==> src/lsu_pkg.sv <==
`default_nettype none

package lsu_pkg;

    localparam int ADDR_WIDTH = 32;
    localparam int DATA_WIDTH = 64;
    localparam int LANE_BYTES = DATA_WIDTH / 8;
    localparam int LANE_BITS  = $clog2(LANE_BYTES);  // byte offset inside a dword

    // encoding is log2 of the byte count
    typedef enum logic [1:0] {
        LEN_BYTE  = 2'd0,
        LEN_HALF  = 2'd1,
        LEN_WORD  = 2'd2,
        LEN_DWORD = 2'd3
    } access_len_e;

    typedef logic [DATA_WIDTH-1:0] data_t;

    typedef struct packed {
        logic                  rd_en;
        logic                  wr_en;
        logic [ADDR_WIDTH-1:0] addr;
        access_len_e           len;
        data_t                 wdata;
    } lsu_req_t;

    typedef struct packed {
        logic                            is_store;
        logic [ADDR_WIDTH-LANE_BITS-1:0] line_addr;  // tag and index
        logic [LANE_BITS-1:0]            offset;     // already aligned
        access_len_e                     len;
        logic [LANE_BYTES-1:0]           byte_mask;
        data_t                           lane_data;  // store data in its lanes
    } aligned_req_t;

    // bytes touched by an access that starts at lane 0
    function automatic logic [LANE_BYTES-1:0] len_byte_mask(access_len_e len);
        case (len)
            LEN_BYTE: return 8'h01;
            LEN_HALF: return 8'h03;
            LEN_WORD: return 8'h0f;
            default:  return 8'hff;
        endcase
    endfunction

endpackage

`default_nettype wire

==> src/dcache_pkg.sv <==
`default_nettype none

package dcache_pkg;

    ////////////////////
    // geometry
    ////////////////////
    localparam int LINE_WIDTH  = lsu_pkg::DATA_WIDTH;  // one dword per line
    localparam int LINE_BYTES  = LINE_WIDTH / 8;
    localparam int OFFSET_BITS = $clog2(LINE_BYTES);
    localparam int INDEX_BITS  = 6;
    localparam int SETS        = 1 << INDEX_BITS;
    localparam int TAG_BITS    = lsu_pkg::ADDR_WIDTH - INDEX_BITS - OFFSET_BITS;

    typedef logic [LINE_WIDTH-1:0]          line_t;
    typedef logic [TAG_BITS-1:0]            tag_t;
    typedef logic [INDEX_BITS-1:0]          index_t;
    typedef logic [TAG_BITS+INDEX_BITS-1:0] line_addr_t;

    ////////////////////
    // controller
    ////////////////////
    typedef enum logic [1:0] {
        ST_IDLE = 2'd0,  // lookup
        ST_WTBK = 2'd1,  // dirty victim to memory
        ST_MISS = 2'd2,  // refill read
        ST_DONE = 2'd3   // lookup after fill
    } miss_state_e;

    typedef struct packed {
        logic                           rd_en;
        logic                           wr_en;
        logic [lsu_pkg::ADDR_WIDTH-1:0] addr;   // byte address of the line
        line_t                          wdata;
    } mem_req_t;

    function automatic logic [lsu_pkg::ADDR_WIDTH-1:0] line_base_addr(line_addr_t line_addr);
        return {line_addr, {OFFSET_BITS{1'b0}}};
    endfunction

endpackage

`default_nettype wire

==> src/lsu_load_extract.sv <==
`timescale 1ns/1ps
`default_nettype none

module lsu_load_extract (
    input  logic                  clk,
    input  logic                  reset,
    input  lsu_pkg::aligned_req_t areq,
    input  logic                  load_rsp,
    input  logic                  complete,
    input  dcache_pkg::line_t     line_data,
    output logic                  done,
    output lsu_pkg::data_t        rdata
);

    logic [lsu_pkg::LANE_BYTES-1:0] len_bytes;
    lsu_pkg::data_t                 len_mask;
    lsu_pkg::data_t                 shifted;

    assign len_bytes = lsu_pkg::len_byte_mask(areq.len);
    assign shifted   = line_data >> {areq.offset, 3'b000};

    // byte mask widened to bits, zero-extends the result
    always_comb begin
        for (int b = 0; b < lsu_pkg::LANE_BYTES; b++) begin
            len_mask[b*8 +: 8] = {8{len_bytes[b]}};
        end
    end

    always_ff @(posedge clk) begin
        if (reset) begin
            done <= 1'b0;
        end else begin
            done <= complete;  // complete is a single-cycle strobe
        end
    end

    always_ff @(posedge clk) begin
        if (complete) begin
            rdata <= load_rsp ? (shifted & len_mask) : '0;  // zero for stores
        end
    end

endmodule

`default_nettype wire

==> config.mk <==
export PLATFORM = sky130hd
export DESIGN_NAME = lsu_load_extract
export DESIGN_NICKNAME = d
export VERILOG_FILES = /design/src/lsu_pkg.sv /design/src/dcache_pkg.sv /design/src/lsu_load_extract.sv
export SDC_FILE = /design/constraint.sdc
export NUM_CORES = 1
export LEC_CHECK = 0
export ABC_AREA = 1
export BUFFER_PORTS_ARGS = -buffer_cell sky130_fd_sc_hd__buf_2
export CORE_MARGIN = 2
export CORE_UTILIZATION = 44
export DETAILED_ROUTE_END_ITERATION = 6
export PLACE_DENSITY_LB_ADDON = 0.12
export SETUP_SLACK_MARGIN = 0.3
export SLEW_MARGIN = 20
export SYNTH_ARGS = -nofsm -noshare
export SYNTH_HDL_FRONTEND = slang
export SYNTH_SLANG_ARGS = --single-unit
export TNS_END_PERCENT = 100
==> constraint.sdc <==
create_clock -name clk -period 2.6 [get_ports clk]
set_input_delay 0.13 -clock clk [delete_from_list [all_inputs] [get_ports clk]]
set_output_delay 0.13 -clock clk [all_outputs]
set_load 0.01 [all_outputs]
==> results.cfg <==
[timing]
finalCriticalPeriod_ns = 1.46
hold_viol_final = 0
finalMaxSlewViolations = 0
finalWorstSetupSlack_ns = 1.14
setup_viol = 0
slew_headroom_pct = 57.2
setup-tns-final_ns = 0
max_freq_mhz = 685
tightestPinTransition_ns = 0.642
whs_ns = 0.193
rsz0062_at_grt = false
post-route-period-util_pct = 56.1

[floorplan]
die_area_sq_mm = 0.0100
ios = 240
die_h_um = 100
fp.dieW_um = 100
core_sq_mm = 0.00911
rows = 35
initial_core_util_pct = 44.5

[clocking]
cts_tree = yes
ctsHtreeMaxLevel = 3
post_cts_buffers = 0
cts_sinks = 65
cts_max_path_buffers = 2
clkTransAtPathRegs_ns = 0.08
root_buffer = clkbuf_8
cts_buffers = 9

[worst_setup_path]
crit_path_max_fanout = 23
critical_path.endpoint_type = register
arrival_ns = 1.64
cp_top_family = buffers and inverters
crit_required_ns = 2.78
crit_slowest_cell = inv_2
crit_type = input port to register
crit_buf_inv = 3
startpoint_type = input port
critPathMaxStageDelay_ns = 0.34
worstPathCellList = buf_2 > nand2_1 > inv_2 > nand3_2 > buf_4 > nor2_1

[synthesis]
netlist_area_sq_mm = 0.00406
synthDistinctLibCells = 24
syn_area_per_cell_sq_um = 7.54
synth_cells = 538
ys_seq_area_share_pct = 47.9
yosys_warnings = 0
ys_ff_latch = 65
synth_nets = 713

[global_routing]
grt_pass1_vias = 3771
grt_max_degree = 63
grt_usage_pct = 24.9
grt_pass1_wl_um = 19100
grt_antenna_before_repair = 4
grt_overflow = 0

[placement]
gp_congestion = 0.887
hpwlAfterDp_um = 8510
port-buffer-count = 137
pre_cts_slack_ns = 0.800
dp.cells = 761

[cells_and_area]
area_growth_pct = 21.5
regArea_sq_mm = 0.00194
layout-drive-gt1-share_pct = 25.9
multi_input_area_sq_mm = 0.00176
fin_cells = 781
final_cell_mix = nand2_1 (216), buf_2 (137), nand3_1 (83), edfxtp_1 (64), nor2_1 (47)
post-route-util_pct = 54.1
final_nets = 837
layout_commonest_cell = nand2_1
n_fill_cell = 909

[detailed_routing]
firstDrtPassIters = 5
avgRoutedWirePerCell_um = 15.7
ant_nets = 0
drc = 0
num_vias = 4129
via_per_inst = 5.29
drtIter0Drc = 274
wirelength_um = 12200

[status]
status = finished, final reports clean

[min_path]
hp-class = input port to register

[flow_run]
cap_violations = 0

[power_and_ir_drop]
vdd_ir_drop_max_v = 0.000224
cellLeakagePower_nw = 2.37
p_per_area_mw_per_mm2 = 517
-- worst paths after layout --
| check | startpoint | to | slack, ns | cells past startpoint |
|---|---|---|---|---|
| worst max-delay path | load_rsp | rdata[49] | 1.14 | 6 |
| worst min-delay path | line_data[61] | rdata[61] | 0.19 | 3 |
-- synth_stat cells --
master	number	share of area (%)
a21oi_1	20	2.5
buf_2	18	2.2
buf_4	8	1.5
buf_6	7	1.9
clkbuf_1	3	0.28
dfxtp_1	1	0.49
edfxtp_1	64	47
inv_1	25	2.3
inv_2	3	0.28
inv_6	1	0.22
nand2_1	216	20
nand2_2	1	0.15
nand3_1	83	10
nand3_2	1	0.25
nand4_1	3	0.46
nor2_1	47	4.3
nor3_1	7	0.86
o211ai_1	4	0.74
o211ai_2	3	0.93
o21ai_0	10	1.2
o21ai_1	10	1.2
o21ai_2	1	0.22
or2_1	1	0.15
or2_2	1	0.15
-- power breakdown --
group          switching (mW)  total (mW)  internal, mW  leakage, nW
combinational           0.348       0.541         0.194         1.67
sequential             0.0218        1.25          1.23        0.619
clock                   0.418       0.757         0.340       0.0835
-- metrics by stage --
step,power (mW),area (sq um)
2_1_floorplan,1.59,4060
5_1_grt,2.68,4920
3_5_place_dp,1.81,4750
4_1_cts,2.56,4920
6_report,2.55,4930
3_3_place_gp,1.80,4750
-- logic make-up (layout without fill, tap and decap cells) --
group	count (synthesis)	after routing	synth area share [%]
other	0	3	0
and+or+nand+nor	360	360	36.6
DFF	65	65	47.9
AOI/OAI and AO/OA	48	48	6.82
buffers and inverters	65	194	8.73
-- sequential cells by signal (all words and copies together) (netlist names) --
signal,count
rdata,64
done,1
-- repair_timing --
| action | in CTS | in global routing |
|---|---|---|
| hold endpoints to repair | 1 | 0 |
| hold buffers | 1 | 0 |
| resized for setup | 0 | 0 |
-- metal layers --
layer / vias to the layer above / wire [um] / track usage [%]
met3: 25 / 1450 / 7.17
li1: 2035 / - / -
met5: - / 12 / 0
met4: 2 / 276 / 8.32
met2: 208 / 4930 / 35.6
met1: 1859 / 5560 / 36.3
-- layout make-up --
type | instances | share of cell area [%]
multi-input combinational | 408 | 35.7
antenna | 3 | 0.152
sequential | 65 | 39.4
tap | 111 | 2.82
clock inverter | 6 | 0.711
timing repair buffer | 149 | 16.3
inverter | 29 | 2.31
clock buffer | 10 | 2.59
Power figures use the tool's default switching activity.
