--- config.mk ---
export PLATFORM = sky130hd
export DESIGN_NAME = lsu_align
export DESIGN_NICKNAME = d
export VERILOG_FILES = /design/src/lsu_pkg.sv /design/src/lsu_align.sv
export SDC_FILE = /design/constraint.sdc
export NUM_CORES = 1
export LEC_CHECK = 0
export BUFFER_PORTS_ARGS = -buffer_cell sky130_fd_sc_hd__clkbuf_2
export CORE_ASPECT_RATIO = 0.9
export CORE_UTILIZATION = 23
export DETAILED_ROUTE_END_ITERATION = 6
export HOLD_SLACK_MARGIN = 0.1
export SYNTH_ARGS = -nofsm -noshare
export SYNTH_HDL_FRONTEND = slang
export SYNTH_SLANG_ARGS = --single-unit
--- constraint.sdc ---
create_clock -name clk -period 7.72 [get_ports clk]
set_clock_uncertainty 0.05 [all_clocks]
set_input_delay 0.772 -clock clk [delete_from_list [all_inputs] [get_ports clk]]
set_output_delay 0.772 -clock clk [all_outputs]
set_load 0.005 [all_outputs]
--- src/lsu_pkg.sv ---
`default_nettype none

package lsu_pkg;

    localparam int ADDR_WIDTH = 32;
    localparam int DATA_WIDTH = 64;
    localparam int LANE_BYTES = DATA_WIDTH / 8;
    localparam int LANE_BITS  = $clog2(LANE_BYTES);  // byte offset inside a dword

    // encoding is log2 of the byte count
    typedef enum logic [1:0] {
        LEN_BYTE  = 2'd0,
        LEN_HALF  = 2'd1,
        LEN_WORD  = 2'd2,
        LEN_DWORD = 2'd3
    } access_len_e;

    typedef logic [DATA_WIDTH-1:0] data_t;

    typedef struct packed {
        logic                  rd_en;
        logic                  wr_en;
        logic [ADDR_WIDTH-1:0] addr;
        access_len_e           len;
        data_t                 wdata;
    } lsu_req_t;

    typedef struct packed {
        logic                            is_store;
        logic [ADDR_WIDTH-LANE_BITS-1:0] line_addr;  // tag and index
        logic [LANE_BITS-1:0]            offset;     // already aligned
        access_len_e                     len;
        logic [LANE_BYTES-1:0]           byte_mask;
        data_t                           lane_data;  // store data in its lanes
    } aligned_req_t;

    // bytes touched by an access that starts at lane 0
    function automatic logic [LANE_BYTES-1:0] len_byte_mask(access_len_e len);
        case (len)
            LEN_BYTE: return 8'h01;
            LEN_HALF: return 8'h03;
            LEN_WORD: return 8'h0f;
            default:  return 8'hff;
        endcase
    endfunction

endpackage

`default_nettype wire

--- src/lsu_align.sv ---
`timescale 1ns/1ps
`default_nettype none

module lsu_align (
    input  logic                  clk,
    input  logic                  reset,
    input  lsu_pkg::lsu_req_t     req,
    input  logic                  complete,
    output lsu_pkg::aligned_req_t areq,
    output logic                  req_valid
);

    logic                          start;
    logic [lsu_pkg::LANE_BITS-1:0] align_keep;
    logic [lsu_pkg::LANE_BITS-1:0] offset;
    lsu_pkg::aligned_req_t         next_areq;

    // one request at a time, taken only while idle
    assign start = !req_valid && (req.rd_en || req.wr_en);

    // low offset bits below the access size are dropped
    assign align_keep = {lsu_pkg::LANE_BITS{1'b1}} << req.len;
    assign offset     = req.addr[lsu_pkg::LANE_BITS-1:0] & align_keep;

    always_comb begin
        next_areq.is_store  = req.wr_en;
        next_areq.line_addr = req.addr[lsu_pkg::ADDR_WIDTH-1:lsu_pkg::LANE_BITS];
        next_areq.offset    = offset;
        next_areq.len       = req.len;
        next_areq.byte_mask = lsu_pkg::len_byte_mask(req.len) << offset;
        next_areq.lane_data = req.wdata << {offset, 3'b000};  // bytes to bits
    end

    ////////////////////
    // request register
    ////////////////////
    always_ff @(posedge clk) begin
        if (reset) begin
            req_valid <= 1'b0;
        end else if (req_valid) begin
            if (complete) begin
                req_valid <= 1'b0;  // free for the next request
            end
        end else if (start) begin
            req_valid <= 1'b1;
        end
    end

    always_ff @(posedge clk) begin
        if (start) begin
            areq <= next_areq;
        end
    end

endmodule

`default_nettype wire

==> impl_metrics.json, run 1 <==
{
  "grt_max_degree": 66,
  "drv_slew": 0,
  "synth.most_common_cell": "edfxtp_1",
  "place_area_um2": 6870,
  "clock_latency_ps": 350,
  "fp.dieArea_um2": 24900,
  "grt_pass1_vias": 4620,
  "async_flop_share_pct": 0,
  "finalSetupTns_ps": 0,
  "yosys.area.top_type": "edfxtp_1",
  "overflow": 0,
  "drc": 15,
  "layout-drive-gt1-share_pct": 39.7,
  "clkSlewWorstSetupHoldPaths_ps": 70,
  "fin_util_pct": 30.5,
  "post-route-min-period_ps": 3450,
  "synthFlopType": "edfxtp_1",
  "grt_pass1_wl_um": 29100,
  "cts_hold_buf": 0,
  "slowest_stage": "or3b_1",
  "drt_iter0_drc": 514,
  "route.vias.total": 4922,
  "design_area_um2": 7180,
  "startpoint": "req[64]",
  "numCtsBuffers": 9,
  "ir_drop_mv": 0.0789,
  "post_cts_buffers": 0,
  "worstSetupPathType": "in2reg",
  "cts_resized": 0,
  "hold_viol_final": 0,
  "r2r_cells": 3,
  "ys_warn_count": 0,
  "synth_commonest_cells": "edfxtp_1, nand2_1, o21ai_0, nor2_1",
  "maxCapViolCount": 0,
  "dpl.hpwl_um": 14600,
  "start_util_pct": 23.7,
  "cts_root_buf": "clkbuf_16",
  "synth_area_per_cell_um2": 11.7,
  "place.gp.congestion": 0.858,
  "io_pins": 211,
  "syn_to_final_growth_pct": 28.9,
  "netlist_top_cells_area": "edfxtp_1, mux2_2, o21ai_0",
  "worstMarginPinSlew_ps": 926,
  "drt-total-wl_um": 20300,
  "hold_path_depth": 1,
  "core-area_um2": 23500,
  "worstHoldPathType": "reg2reg",
  "r2r-end": "areq[28]$_SDFFCE_PP0P_",
  "rsz0062_at_grt": "false",
  "worstReg2RegStart": "req_valid$_SDFF_PP0_",
  "fmax_mhz": 290,
  "syn_inst": 475,
  "holdPathEnd": "req_valid$_SDFF_PP0_",
  "rows": 53,
  "timing.final.crit_share_pct": 44.6,
  "post-place-ws_ps": 3920,
  "die_w_um": 166,
  "cp_cell_sequence": "clkbuf_2 -> or3b_1 -> inv_2 -> mux4_2 -> and2_1 -> a31o_2",
  "viasPerCell": 5.07,
  "violations": "design-rule violations",
  "worstPathMaxFanout": 30,
  "drtPass1Iterations": 7,
  "wl_per_cell_um": 20.9,
  "portBuffers": 210,
  "worstSetupStartpointType": "input port",
  "finalSetupViolCount": 0,
  "end_kind": "flip-flop",
  "ant_nets": 0,
  "maxSlewHeadroom_pct": 37.9,
  "status": "finished with violations",
  "cts_tree": "done",
  "netlist_area_um2": 5570,
  "ys_ff_latch": 108,
  "syn_nets": 578,
  "p_leak_nw": 2.91,
  "synth_top_area_share_pct": 57.6,
  "cts_sinks": 108,
  "required_ps": 7780,
  "fin_nets": 766,
  "synth_cell_types": 52,
  "track_usage_pct": 15.9,
  "finalPower_w": 0.00151,
  "power_density_nw_per_um2": 210,
  "critPathArrivalTime_ps": 3510,
  "htreeDepth": 3,
  "die_y_um": 150,
  "max_stage_delay_ps": 820,
  "hp-start": "req_valid$_SDFF_PP0_",
  "antenna_found_initial": 3,
  "synth-seq-area-share_pct": 58.0,
  "fin_ws_ps": 4270,
  "clock_path_buffers": 2,
  "synth-edff-count": 107,
  "reg2reg_slack_ps": 5460
}
-- kinds of logic after synthesis --
logic type             Yosys count  synth area share (%)
flip-flops                     108                  58.0
buffers and inverters           46                  3.88
multiplexers                    40                  8.39
AO/OA/AOI/OAI                  132                  16.4
AND/OR/NAND/NOR                149                  13.4
-- critical path, delay by kind of cell --
family	cells	cell delay (ps)
compound gates	1	200
simple gates	2	980
mux	1	570
buf+inv	2	960
-- layout make-up --
type	instances	area [um^2]
Sequential cell	108	3230
Antenna cell	1	2.50
Inverter	6	22.5
Timing Repair Buffer	217	1100
Clock inverter	5	76.3
Multi-Input combinational cell	321	2130
Clock buffer	11	233
Tap cell	302	378
Fill cell	2462	16400
-- worst max path at each step --
stage,end
after global placement,areq[58]$_DFFE_PP_
final,areq[58]$_DFFE_PP_
after detailed placement,areq[58]$_DFFE_PP_
after global routing,areq[58]$_DFFE_PP_
after CTS,areq[58]$_DFFE_PP_
after floorplan,areq[0]$_SDFFCE_PP0P_
-- state kept, by name, summed over array words and instances, names as in the netlist --
signal / count
areq: 107
req_valid: 1
-- per-stage QoR --
stage / cells / hold WS (ps)
5_1_grt: 971 / 526
4_1_cts: 970 / 502
2_1_floorplan: 475 / 431
6_report: 971 / 499
3_5_place_dp: 954 / 489
3_3_place_gp: 954 / 485
-- layer usage --
metal  share of wire [%]  global-route usage, %  wire [um]
met5               0.064                      0         13
met4                 2.2                   5.93        447
met3                  11                   5.66       2140
met2                  45                   23.9       9080
met1                  42                   20.9       8570
-- layout by cell type, fill, tap and decap left out, types with 4 or more instances in the layout --
cell	count
o2bb2ai_1	6
and2_1	15
nor4bb_1	6
o211ai_1	7
o32ai_1	11
edfxtp_1	107
and3_1	10
or3_1	4
a222oi_1	9
nor2_1	30
nand2_1	46
clkbuf_2	210
clkbuf_16	9
a21oi_1	20
buf_4	7
a31oi_1	6
nor3_1	12
nand2b_1	6
mux2_2	20
mux2i_1	16
a32oi_1	5
o22ai_1	6
o21ai_0	36
nand3_1	11
-- power by group --
group / total [W] / switching (W) / internal [W]
Combinational: 0.000271 / 0.000161 / 0.000110
Clock: 0.000501 / 0.000217 / 0.000284
Sequential: 0.000736 / 0.0000184 / 0.000717
Total: 0.00151 / 0.000397 / 0.00111
Power figures use the tool's default switching activity.
==> run 2: changes to the inputs <==
clock period = 2.77 ns   (was 7.72 ns; I/O delays follow)
==> run 2 against run 1 <==
Against the previous run:
- the run still ends with design-rule violations left
- sequential share of layout area shrank 2.5 points
- clock power up 140%
- first-iteration DRC count rose by 14%
- sequential power rose to 2.8 times the previous value
- worst hold slack lost 220 ps
- sequential cell count unchanged
- count of clock-buffer cells in the layout is 1 lower
- final area is 5.9% higher
- critical endpoint is now areq[57]$_DFFE_PP_
- largest power group unchanged
==> impl_metrics.json, run 2 (synthesis gave the netlist of run 1 again) <==
{
  "status": "finished with violations",
  "violations": "design-rule violations",
  "fin_ws_ps": 819,
  "placed_cells": 972,
  "path_common_cell": "buf_4",
  "place.gp.congestion": 0.884,
  "clock_path_buffers": 2,
  "worstSetupStartpointType": "input port",
  "grt_pass1_vias": 4824,
  "finalSetupTns_ps": 0,
  "drtPass1Iterations": 7,
  "fp.dieArea_um2": 24900,
  "worstMarginPinSlew_ps": 777,
  "route.vias.total": 5062,
  "final_common_cell": "clkbuf_2",
  "required_ps": 2880,
  "cts_root_buf": "clkbuf_16",
  "drc": 15,
  "io_pins": 211,
  "nFillCells": 2426,
  "timing.final.crit_share_pct": 70.4,
  "cts_resized": 0,
  "end_kind": "flip-flop",
  "cts_sinks": 108,
  "cts_tree": "done",
  "switching_share_pct": 27.3,
  "comb_power_share_pct": 20.3,
  "p_switching_w": 0.00111,
  "clock_latency_ps": 350,
  "finalHoldWorstSlack_ps": 275,
  "post-route-min-period_ps": 1950,
  "max_stage_delay_ps": 650,
  "cp_cell_sequence": "clkbuf_2 -> buf_4 -> nand2b_1 -> buf_4 -> a21oi_1 -> o221ai_1 -> mux2i_1",
  "htreeDepth": 3,
  "syn_to_final_growth_pct": 36.4,
  "worstSetupPathType": "in2reg",
  "reg_top3": "areq x107, req_valid x1",
  "post-place-ws_ps": 556,
  "core-area_um2": 23500,
  "overflow": 0,
  "startpoint": "req[64]",
  "rows": 53,
  "ant_nets": 0,
  "multi_input_area_um2": 2130,
  "worstPathMaxFanout": 15,
  "fin_cells": 1021,
  "clkSlewWorstSetupHoldPaths_ps": 70,
  "holdPathEnd": "areq[72]$_DFFE_PP_",
  "numCtsBuffers": 9,
  "fmax_mhz": 512,
  "grt_max_degree": 75,
  "die_y_um": 150,
  "maxSlewHeadroom_pct": 48.2,
  "drv_slew": 0,
  "fin_nets": 816,
  "r2r-end": "areq[50]$_DFFE_PP_",
  "dpl.hpwl_um": 15400,
  "r2r_cells": 2,
  "slowest_stage": "a21oi_1",
  "maxCapViolCount": 0,
  "layout-drive-gt1-share_pct": 39.5,
  "hold_viol_final": 0,
  "wl_per_cell_um": 20.5,
  "largest-register": "areq",
  "start_util_pct": 23.7,
  "drt_iter0_drc": 587,
  "p_clk_share_pct": 29.3,
  "reg2reg_slack_ps": 1420,
  "finalSetupViolCount": 0,
  "finalPower_w": 0.00406,
  "portBuffers": 210,
  "hold_path_depth": 2,
  "drt-total-wl_um": 20900,
  "antenna_found_initial": 2,
  "ff_latch_area_um2": 3230,
  "viasPerCell": 4.96,
  "power.share.sequential_pct": 50.4,
  "track_usage_pct": 16.6,
  "cts_hold_buf": 32,
  "p_leak_nw": 3.12,
  "p_int_w": 0.00296,
  "worstHoldPathType": "in2reg",
  "die_w_um": 166,
  "final_cell_mix": "clkbuf_2, edfxtp_1, nand2_1",
  "hp-start": "req[64]",
  "rsz0062_at_grt": "false",
  "worstReg2RegStart": "req_valid$_SDFF_PP0_",
  "post_cts_buffers": 0,
  "critPathArrivalTime_ps": 2070,
  "ir_drop_mv": 0.236,
  "grt_pass1_wl_um": 30600,
  "power_density_nw_per_um2": 534,
  "largest_register_ffs": 107
}
==> run 2: cell count changes in the layout (fill, tap and decap cells not counted) <==
cell / change
clkinv_2: +1
clkinv_4: +1
buf_12: +1
dlygate4sd3_1: +32
buf_4: +17
clkbuf_1: -1
bufinv_16: -2
diode_2: +1
==> run 2: final cells by class <==
type	count	area share, %
antenna	2	0.0658
clock buffer	10	3.01
clock inverter	5	0.395
inverter	6	0.296
multi-input combinational	321	28.1
sequential	108	42.5
tap	302	4.97
timing repair buffer	267	20.7
==> run 2: critical path, delay by kind of cell <==
| kind | cells | cell delay, ps |
|---|---|---|
| simple gates | 1 | 160 |
| buf+inv | 3 | 480 |
| compound gates | 2 | 870 |
| mux | 1 | 280 |
==> run 2: worst max-delay path by stage <==
stage / slack, ps / end / cells past startpoint
5_1_grt: 810 / areq[57]$_DFFE_PP_ / 7
6_report: 820 / areq[57]$_DFFE_PP_ / 7
4_1_cts: 940 / areq[57]$_DFFE_PP_ / 7
2_1_floorplan: 350 / areq[0]$_SDFFCE_PP0P_ / 1
3_5_place_dp: 560 / areq[58]$_DFFE_PP_ / 6
3_3_place_gp: 520 / areq[57]$_DFFE_PP_ / 7
==> run 2: per-stage QoR <==
| step | area, um^2 | utilization, % |
|---|---|---|
| 2_1_floorplan | 5580 | - |
| 3_3_place_gp | 7020 | 29.8 |
| 3_5_place_dp | 7020 | 29.8 |
| 4_1_cts | 7600 | 32.3 |
| 5_1_grt | 7600 | 32.3 |
| 6_report | 7600 | 32.3 |
==> run 2: power groups by stage <==
stage                     Clock (W)  Combinational (W)  Sequential (W)
final                       0.00119           0.000825         0.00205
after CTS                   0.00124           0.000824         0.00205
after global routing        0.00128           0.000894         0.00206
after detailed placement          0           0.000784         0.00208
after global placement            0           0.000781         0.00208
after floorplan                   0           0.000347         0.00210
==> run 2: metal layers <==
layer	wire length [um]	track usage [%]
met5	0	0
met4	312	5.19
met1	9090	22.3
met3	2010	4.65
met2	9470	25.7
