$ cat src/lsu_pkg.sv
`default_nettype none

package lsu_pkg;

    localparam int ADDR_WIDTH = 32;
    localparam int DATA_WIDTH = 64;
    localparam int LANE_BYTES = DATA_WIDTH / 8;
    localparam int LANE_BITS  = $clog2(LANE_BYTES);  // byte offset inside a dword

    // encoding is log2 of the byte count
    typedef enum logic [1:0] {
        LEN_BYTE  = 2'd0,
        LEN_HALF  = 2'd1,
        LEN_WORD  = 2'd2,
        LEN_DWORD = 2'd3
    } access_len_e;

    typedef logic [DATA_WIDTH-1:0] data_t;

    typedef struct packed {
        logic                  rd_en;
        logic                  wr_en;
        logic [ADDR_WIDTH-1:0] addr;
        access_len_e           len;
        data_t                 wdata;
    } lsu_req_t;

    typedef struct packed {
        logic                            is_store;
        logic [ADDR_WIDTH-LANE_BITS-1:0] line_addr;  // tag and index
        logic [LANE_BITS-1:0]            offset;     // already aligned
        access_len_e                     len;
        logic [LANE_BYTES-1:0]           byte_mask;
        data_t                           lane_data;  // store data in its lanes
    } aligned_req_t;

    // bytes touched by an access that starts at lane 0
    function automatic logic [LANE_BYTES-1:0] len_byte_mask(access_len_e len);
        case (len)
            LEN_BYTE: return 8'h01;
            LEN_HALF: return 8'h03;
            LEN_WORD: return 8'h0f;
            default:  return 8'hff;
        endcase
    endfunction

endpackage

`default_nettype wire

$ cat src/dcache_pkg.sv
`default_nettype none

package dcache_pkg;

    ////////////////////
    // geometry
    ////////////////////
    localparam int LINE_WIDTH  = lsu_pkg::DATA_WIDTH;  // one dword per line
    localparam int LINE_BYTES  = LINE_WIDTH / 8;
    localparam int OFFSET_BITS = $clog2(LINE_BYTES);
    localparam int INDEX_BITS  = 6;
    localparam int SETS        = 1 << INDEX_BITS;
    localparam int TAG_BITS    = lsu_pkg::ADDR_WIDTH - INDEX_BITS - OFFSET_BITS;

    typedef logic [LINE_WIDTH-1:0]          line_t;
    typedef logic [TAG_BITS-1:0]            tag_t;
    typedef logic [INDEX_BITS-1:0]          index_t;
    typedef logic [TAG_BITS+INDEX_BITS-1:0] line_addr_t;

    ////////////////////
    // controller
    ////////////////////
    typedef enum logic [1:0] {
        ST_IDLE = 2'd0,  // lookup
        ST_WTBK = 2'd1,  // dirty victim to memory
        ST_MISS = 2'd2,  // refill read
        ST_DONE = 2'd3   // lookup after fill
    } miss_state_e;

    typedef struct packed {
        logic                           rd_en;
        logic                           wr_en;
        logic [lsu_pkg::ADDR_WIDTH-1:0] addr;   // byte address of the line
        line_t                          wdata;
    } mem_req_t;

    function automatic logic [lsu_pkg::ADDR_WIDTH-1:0] line_base_addr(line_addr_t line_addr);
        return {line_addr, {OFFSET_BITS{1'b0}}};
    endfunction

endpackage

`default_nettype wire

$ cat src/dcache_miss_ctrl.sv
`timescale 1ns/1ps
`default_nettype none

module dcache_miss_ctrl (
    input  logic                   clk,
    input  logic                   reset,
    input  lsu_pkg::aligned_req_t  areq,
    input  logic                   req_valid,
    input  logic                   hit,
    input  logic                   victim_dirty,
    input  dcache_pkg::line_addr_t victim_line_addr,
    input  dcache_pkg::line_t      line_data,
    input  logic                   mem_wr_ready,
    input  logic                   mem_rd_valid,
    output dcache_pkg::mem_req_t   mem_req,
    output logic                   store_we,
    output logic                   fill_we,
    output logic                   fill_dirty,
    output logic                   load_rsp,
    output logic                   complete
);

    dcache_pkg::miss_state_e state;
    dcache_pkg::miss_state_e state_next;
    logic                    lookup;

    // a hit counts in idle and right after a fill
    assign lookup = req_valid && hit &&
                    ((state == dcache_pkg::ST_IDLE) || (state == dcache_pkg::ST_DONE));

    assign complete   = lookup;
    assign store_we   = lookup && areq.is_store;
    assign load_rsp   = lookup && !areq.is_store;
    assign fill_we    = (state == dcache_pkg::ST_MISS) && mem_rd_valid;
    assign fill_dirty = areq.is_store;

    ////////////////////
    // state machine
    ////////////////////
    always_comb begin
        state_next = state;
        case (state)
            dcache_pkg::ST_IDLE: begin
                if (req_valid && !hit) begin
                    state_next = victim_dirty ? dcache_pkg::ST_WTBK : dcache_pkg::ST_MISS;
                end
            end
            dcache_pkg::ST_WTBK: begin
                if (mem_wr_ready) begin
                    state_next = dcache_pkg::ST_MISS;
                end
            end
            dcache_pkg::ST_MISS: begin
                if (mem_rd_valid) begin
                    state_next = dcache_pkg::ST_DONE;
                end
            end
            default: begin
                state_next = dcache_pkg::ST_IDLE;  // idle retries if still no hit
            end
        endcase
    end

    always_ff @(posedge clk) begin
        if (reset) begin
            state <= dcache_pkg::ST_IDLE;
        end else begin
            state <= state_next;
        end
    end

    ////////////////////
    // memory port
    ////////////////////
    // enables held for the whole state, dropped after the handshake pulse
    always_comb begin
        mem_req.rd_en = (state == dcache_pkg::ST_MISS);
        mem_req.wr_en = (state == dcache_pkg::ST_WTBK);
        if (state == dcache_pkg::ST_WTBK) begin
            mem_req.addr = dcache_pkg::line_base_addr(victim_line_addr);
        end else begin
            mem_req.addr = dcache_pkg::line_base_addr(areq.line_addr);
        end
        mem_req.wdata = line_data;  // victim line, set untouched during write-back
    end

endmodule

`default_nettype wire

$ cat config.mk
export PLATFORM = sky130hd
export DESIGN_NAME = dcache_miss_ctrl
export DESIGN_NICKNAME = d
export VERILOG_FILES = /design/src/lsu_pkg.sv /design/src/dcache_pkg.sv /design/src/dcache_miss_ctrl.sv
export SDC_FILE = /design/constraint.sdc
export NUM_CORES = 1
export LEC_CHECK = 0
export BUFFER_PORTS_ARGS = -buffer_cell sky130_fd_sc_hd__buf_4
export CORE_AREA = 3 3 119 121
export DETAILED_ROUTE_END_ITERATION = 10
export DIE_AREA = 0 0 122 124
export SETUP_SLACK_MARGIN = 0.05
export SYNTH_ARGS = -nofsm -noshare
export SYNTH_HDL_FRONTEND = slang
export SYNTH_SLANG_ARGS = --single-unit
$ cat constraint.sdc
create_clock -name clk -period 2.1 [get_ports clk]
set_clock_uncertainty 0.15 [all_clocks]
set_input_delay 0 -clock clk [delete_from_list [all_inputs] [get_ports clk]]
set_output_delay 0 -clock clk [all_outputs]
set_load 0.005 [all_outputs]
==> impl_metrics.ini, run 1 <==
[status]
status = finished, final reports clean

[clocking]
cts_tree = built
cts_htree_levels = 1
cts_root_buffer = clkbuf_16
clkTransAtPathRegs_ns = 0.03
cts_setup_buffers = 0
clk_latency_ns = 0.22
cts_inserted_buffers = 3
clock_path_buffers = 2
clock-sinks = 2

[pwr]
p_leak_nw = 1.037
peakVddDrop_uv = 230.0
finalPower_mw = 1.186
power_density_nw_per_um2 = 521.3

[cells_and_area]
largest_reg_flops = 2
area_delta_synth_final_pct = 112.3
final_util_pct = 17.25
reg_top3 = state x2
diodes = 0
finalInstanceArea_sq_um = 2276
finalNonFillerCells = 406
regMostFlops = state
nNetsFinal = 444
drive_gt1_share_pct = 58.70

[sta]
fin_crit_sh_pct = 90.83
tightestPinTransition_ns = 0.5100
relSlewSlack_pct = 66.00
final.setup.worst_slack_ns = 0.1925
drv_slew = 0
rsz0062_at_grt = false
setup_viol = 0
fin_crit_ns = 1.908
finalSetupTns_ns = 0
fmax_mhz = 524.2
holdWs_ns = 0.03841
hold_viol = 0

[placement]
routabilityCongestion = 0.6579
io_buffers = 101
dp.cells = 337
place_hpwl_um = 3455
dp_slack_ns = 0.2887
placed_cell_area_sq_um = 1540

[logic_synthesis]
yosysUniqueCellTypes = 18
yosys.area.top_type = buf_4
synthAdderAreaFrac_pct = 5.834
ys_seq_elements = 2
synth-simple-area-share_pct = 5.718
ys_seq_area_share_pct = 3.734
synth_compound_area_share_pct = 2.217
ys_top_cells_by_count = buf_4 (68), mux2_2 (29), ha_1 (5), inv_1 (5)
synth_top_family_by_area = buffers and inverters
async_reset_ff_share_pct = 0
syn_area_per_cell_sq_um = 8.377
muxShareOfSynthArea_pct = 31.39
synth_top_cell_area_share_pct = 47.61
ys_warn_count = 0
synth_xor_area_share_pct = 0
synth_ff_type = dfxtp_1
yosysMostFrequentCell = buf_4
synth_edf_count = 0
synthesis.area_sq_um = 1072
ys_top_cells_by_area = buf_4 (48%), mux2_2 (30%), ha_1 (5.8%)
synth_cells = 128

[floorplan]
dieArea_sq_um = 15130
core_sq_um = 13190
dieWidth_um = 122
die_y_um = 124
placementRows = 42
ios = 310
initial_core_util_pct = 8.129

[detailed_routing]
wl_met2_um = 3193
dr.first_iter.drc_count = 16
postRouteAntennaNets = 0
wl_met1_um = 1028
vias = 1227
wirelength_um = 4986
topRoutingLayerUsed = met4
routed_via_density = 3.022
wl_met3_um = 756
wl_per_cell_um = 12.28
post-route-drc-count = 0
dr.pass1.iters = 4

[flow_run]
maxCapViolCount = 0

[hold_path]
min_path_type = input pin to output pin

[worst_setup_path]
path_class = flop to output pin
worst-path-max-fanout = 30
arrival_ns = 1.76
start_kind = flop
end_kind = output pin
crit_required_ns = 1.95

[global_route]
grt.overflow.total = 0
grt_pass1_vias = 1206
grt_max_degree = 31
antenna_found_initial = 0
grt_usage_pct = 5.117
grt_pass1_wl_um = 5671
## area by class of cell
type / count / area (sq um)
Clock buffer: 3 / 75.07
Sequential cell: 2 / 40.04
Fill cell: 1457 / 10910
Inverter: 5 / 18.77
Timing Repair Buffer: 168 / 1426
Tap cell: 176 / 220.2
Multi-Input combinational cell: 52 / 495.5
## where the power goes
group          switching [mW]  internal [mW]  total, mW
Sequential             0.0149         0.0507     0.0656
Combinational           0.312          0.526      0.838
Clock                  0.0405          0.242      0.283
Total                   0.368          0.819       1.19
## worst paths after layout
check            start           to  slack, ns  cells after the start
max           state[1]  mem_req[87]       0.19                      5
min          areq[106]   fill_dirty       0.04                      2
min reg2reg   state[1]     state[0]       0.40                      2
max reg2reg   state[0]     state[0]       0.29                      5
## cells by family after synthesis
family	count (synthesis)
multiplexers	30
AO/OA/AOI/OAI	3
other	1
adder cells (fa/ha/maj)	5
AND/OR/NAND/NOR	11
buffers and inverters	76
flip-flops	2
## critical path: stages (launching register included)
cell     delay [ns]
dfxtp_1        0.34
inv_1          0.11
ha_1           0.17
buf_4          0.37
mux2_2         0.40
buf_4          0.14
## placed cells by master, fill, tap and decap left out, drive strengths merged, types with 2 or more instances in the layout
cell type / instances
buf: 102
dlygate4sd3: 66
mux2: 29
inv: 5
ha: 5
nor2: 3
conb: 3
clkbuf: 3
nand2: 2
and2: 2
dfxtp: 2
nand2b: 2
## repair_timing
| action | 4_1_cts | 5_1_grt |
|---|---|---|
| hold buffers | 66 | 0 |
| gates resized for setup | 0 | 0 |
| hold endpoints to repair | 66 | 0 |
## per-layer routing
metal	GRT usage, %	up-vias
met3	1.726	2
li1	-	552
met5	0	-
met2	13.98	152
met1	2.376	521
met4	0.4202	0
Note: power is estimated with default switching activity, not from simulation.
==> run 2: changes to the inputs <==
--- a/config.mk
+++ b/config.mk
@@ -5,10 +5,10 @@
 export SDC_FILE = /design/constraint.sdc
 export NUM_CORES = 1
 export LEC_CHECK = 0
-export BUFFER_PORTS_ARGS = -buffer_cell sky130_fd_sc_hd__buf_4
-export CORE_AREA = 3 3 119 121
+export CORE_AREA = 2 2 122 124
 export DETAILED_ROUTE_END_ITERATION = 10
-export DIE_AREA = 0 0 122 124
+export DIE_AREA = 0 0 124 126
+export DONT_BUFFER_PORTS = 1
 export SETUP_SLACK_MARGIN = 0.05
 export SYNTH_ARGS = -nofsm -noshare
 export SYNTH_HDL_FRONTEND = slang
==> impl_metrics.ini, run 2 <==
[status]
status = did not finish
lastStage = clock tree synthesis (4_1_cts)
first-error = [ERROR RSZ-0060] Max buffer count reached.

[clocking]
cts_setup_buffers = 0
clock_path_buffers = 2
cts_htree_levels = 1
clock-sinks = 2
postCtsHoldBufs = 101
cts_resized = 0
cts_root_buffer = clkbuf_16
cts_inserted_buffers = 3

[logic_synthesis]
yosysMostFrequentCell = buf_4
ys_seq_elements = 2
synthesis.area_sq_um = 1072
yosysUniqueCellTypes = 18
synth_cells = 128
ys_warn_count = 0
synth_top_cell_area_share_pct = 47.61
async_reset_ff_share_pct = 0
ys_top_cells_by_count = buf_4 (68), mux2_2 (29), ha_1 (5), inv_1 (5)
synth_edf_count = 0
ys_seq_area_share_pct = 3.734
ys_top_cells_by_area = buf_4 (48%), mux2_2 (30%), ha_1 (5.8%)
yosys.area.top_type = buf_4
synth_ff_type = dfxtp_1
syn_area_per_cell_sq_um = 8.377

[floorplan]
initial_core_util_pct = 7.491
die_y_um = 126
placementRows = 44
dieWidth_um = 124
ios = 310

[placement]
place_hpwl_um = 2453
io_buffers = 0
routabilityCongestion = 0.6430
[run 2: cell counts after synthesis]
No cell type changed its count.
[run 2: kinds of logic after synthesis]
group	Yosys count	share of synthesized area, %
fa+ha+maj	5	5.834
simple gates	11	5.717
other cells	1	0.3497
mux	30	31.39
flops	2	3.734
compound gates	3	2.217
buf+inv	76	50.76
[run 2: stage by stage]
| stage | worst slack (ns) | hold WS (ns) | utilization [%] | instances | cell area, sq um |
|---|---|---|---|---|---|
| floorplan | 0.4333 | -0.1158 | - | 130 | 1080 |
| global placement | 0.3612 | -0.1500 | 5.621 | 244 | 804.5 |
| detailed placement | 0.1936 | -0.1500 | 5.621 | 244 | 804.5 |
==> run 3: changes to the inputs <==
--- a/config.mk
+++ b/config.mk
@@ -5,11 +5,11 @@
 export SDC_FILE = /design/constraint.sdc
 export NUM_CORES = 1
 export LEC_CHECK = 0
-export CORE_AREA = 2 2 122 124
+export CORE_AREA = 2 2 121 123
 export DETAILED_ROUTE_END_ITERATION = 10
-export DIE_AREA = 0 0 124 126
+export DIE_AREA = 0 0 123 125
 export DONT_BUFFER_PORTS = 1
-export SETUP_SLACK_MARGIN = 0.05
+export PLACE_DENSITY_LB_ADDON = 0.15
 export SYNTH_ARGS = -nofsm -noshare
 export SYNTH_HDL_FRONTEND = slang
 export SYNTH_SLANG_ARGS = --single-unit
==> impl_metrics.ini, run 3 <==
[status]
status = did not finish
lastStage = clock tree synthesis (4_1_cts)
first-error = [ERROR RSZ-0060] Max buffer count reached.

[clocking]
clock-sinks = 2
cts_htree_levels = 1
clock_path_buffers = 2
cts_root_buffer = clkbuf_16
cts_resized = 0
cts_setup_buffers = 0
cts_inserted_buffers = 3
postCtsHoldBufs = 101

[placement]
io_buffers = 0
routabilityCongestion = 0.5565
place_hpwl_um = 1919

[logic_synthesis]
ys_top_cells_by_count = buf_4 (68), mux2_2 (29), ha_1 (5), inv_1 (5)
synth_edf_count = 0
async_reset_ff_share_pct = 0
ys_warn_count = 0
yosysMostFrequentCell = buf_4
yosys.area.top_type = buf_4
ys_seq_area_share_pct = 3.734
synth_cells = 128
ys_top_cells_by_area = buf_4 (48%), mux2_2 (30%), ha_1 (5.8%)
ys_seq_elements = 2
synthesis.area_sq_um = 1072
yosysUniqueCellTypes = 18
syn_area_per_cell_sq_um = 8.377
synth_top_cell_area_share_pct = 47.61
synth_ff_type = dfxtp_1

[floorplan]
initial_core_util_pct = 7.549
placementRows = 44
die_y_um = 125
dieWidth_um = 123
ios = 310
-- run 3: kinds of logic after synthesis --
kind of cell | count (synthesis) | share of synthesized area (%)
other | 1 | 0.3497
adders and majority gates | 5 | 5.834
DFF | 2 | 3.734
buffers and inverters | 76 | 50.76
AOI/OAI and AO/OA | 3 | 2.217
muxes | 30 | 31.39
and+or+nand+nor | 11 | 5.717
-- run 3: metrics by stage --
step	hold slack, ns	area, sq um	utilization [%]	setup WS (ns)	instances
after floorplan	-0.1158	1080	-	0.4333	130
after detailed placement	-0.1500	802.0	5.647	0.2321	245
after global placement	-0.1500	802.0	5.647	0.1835	245
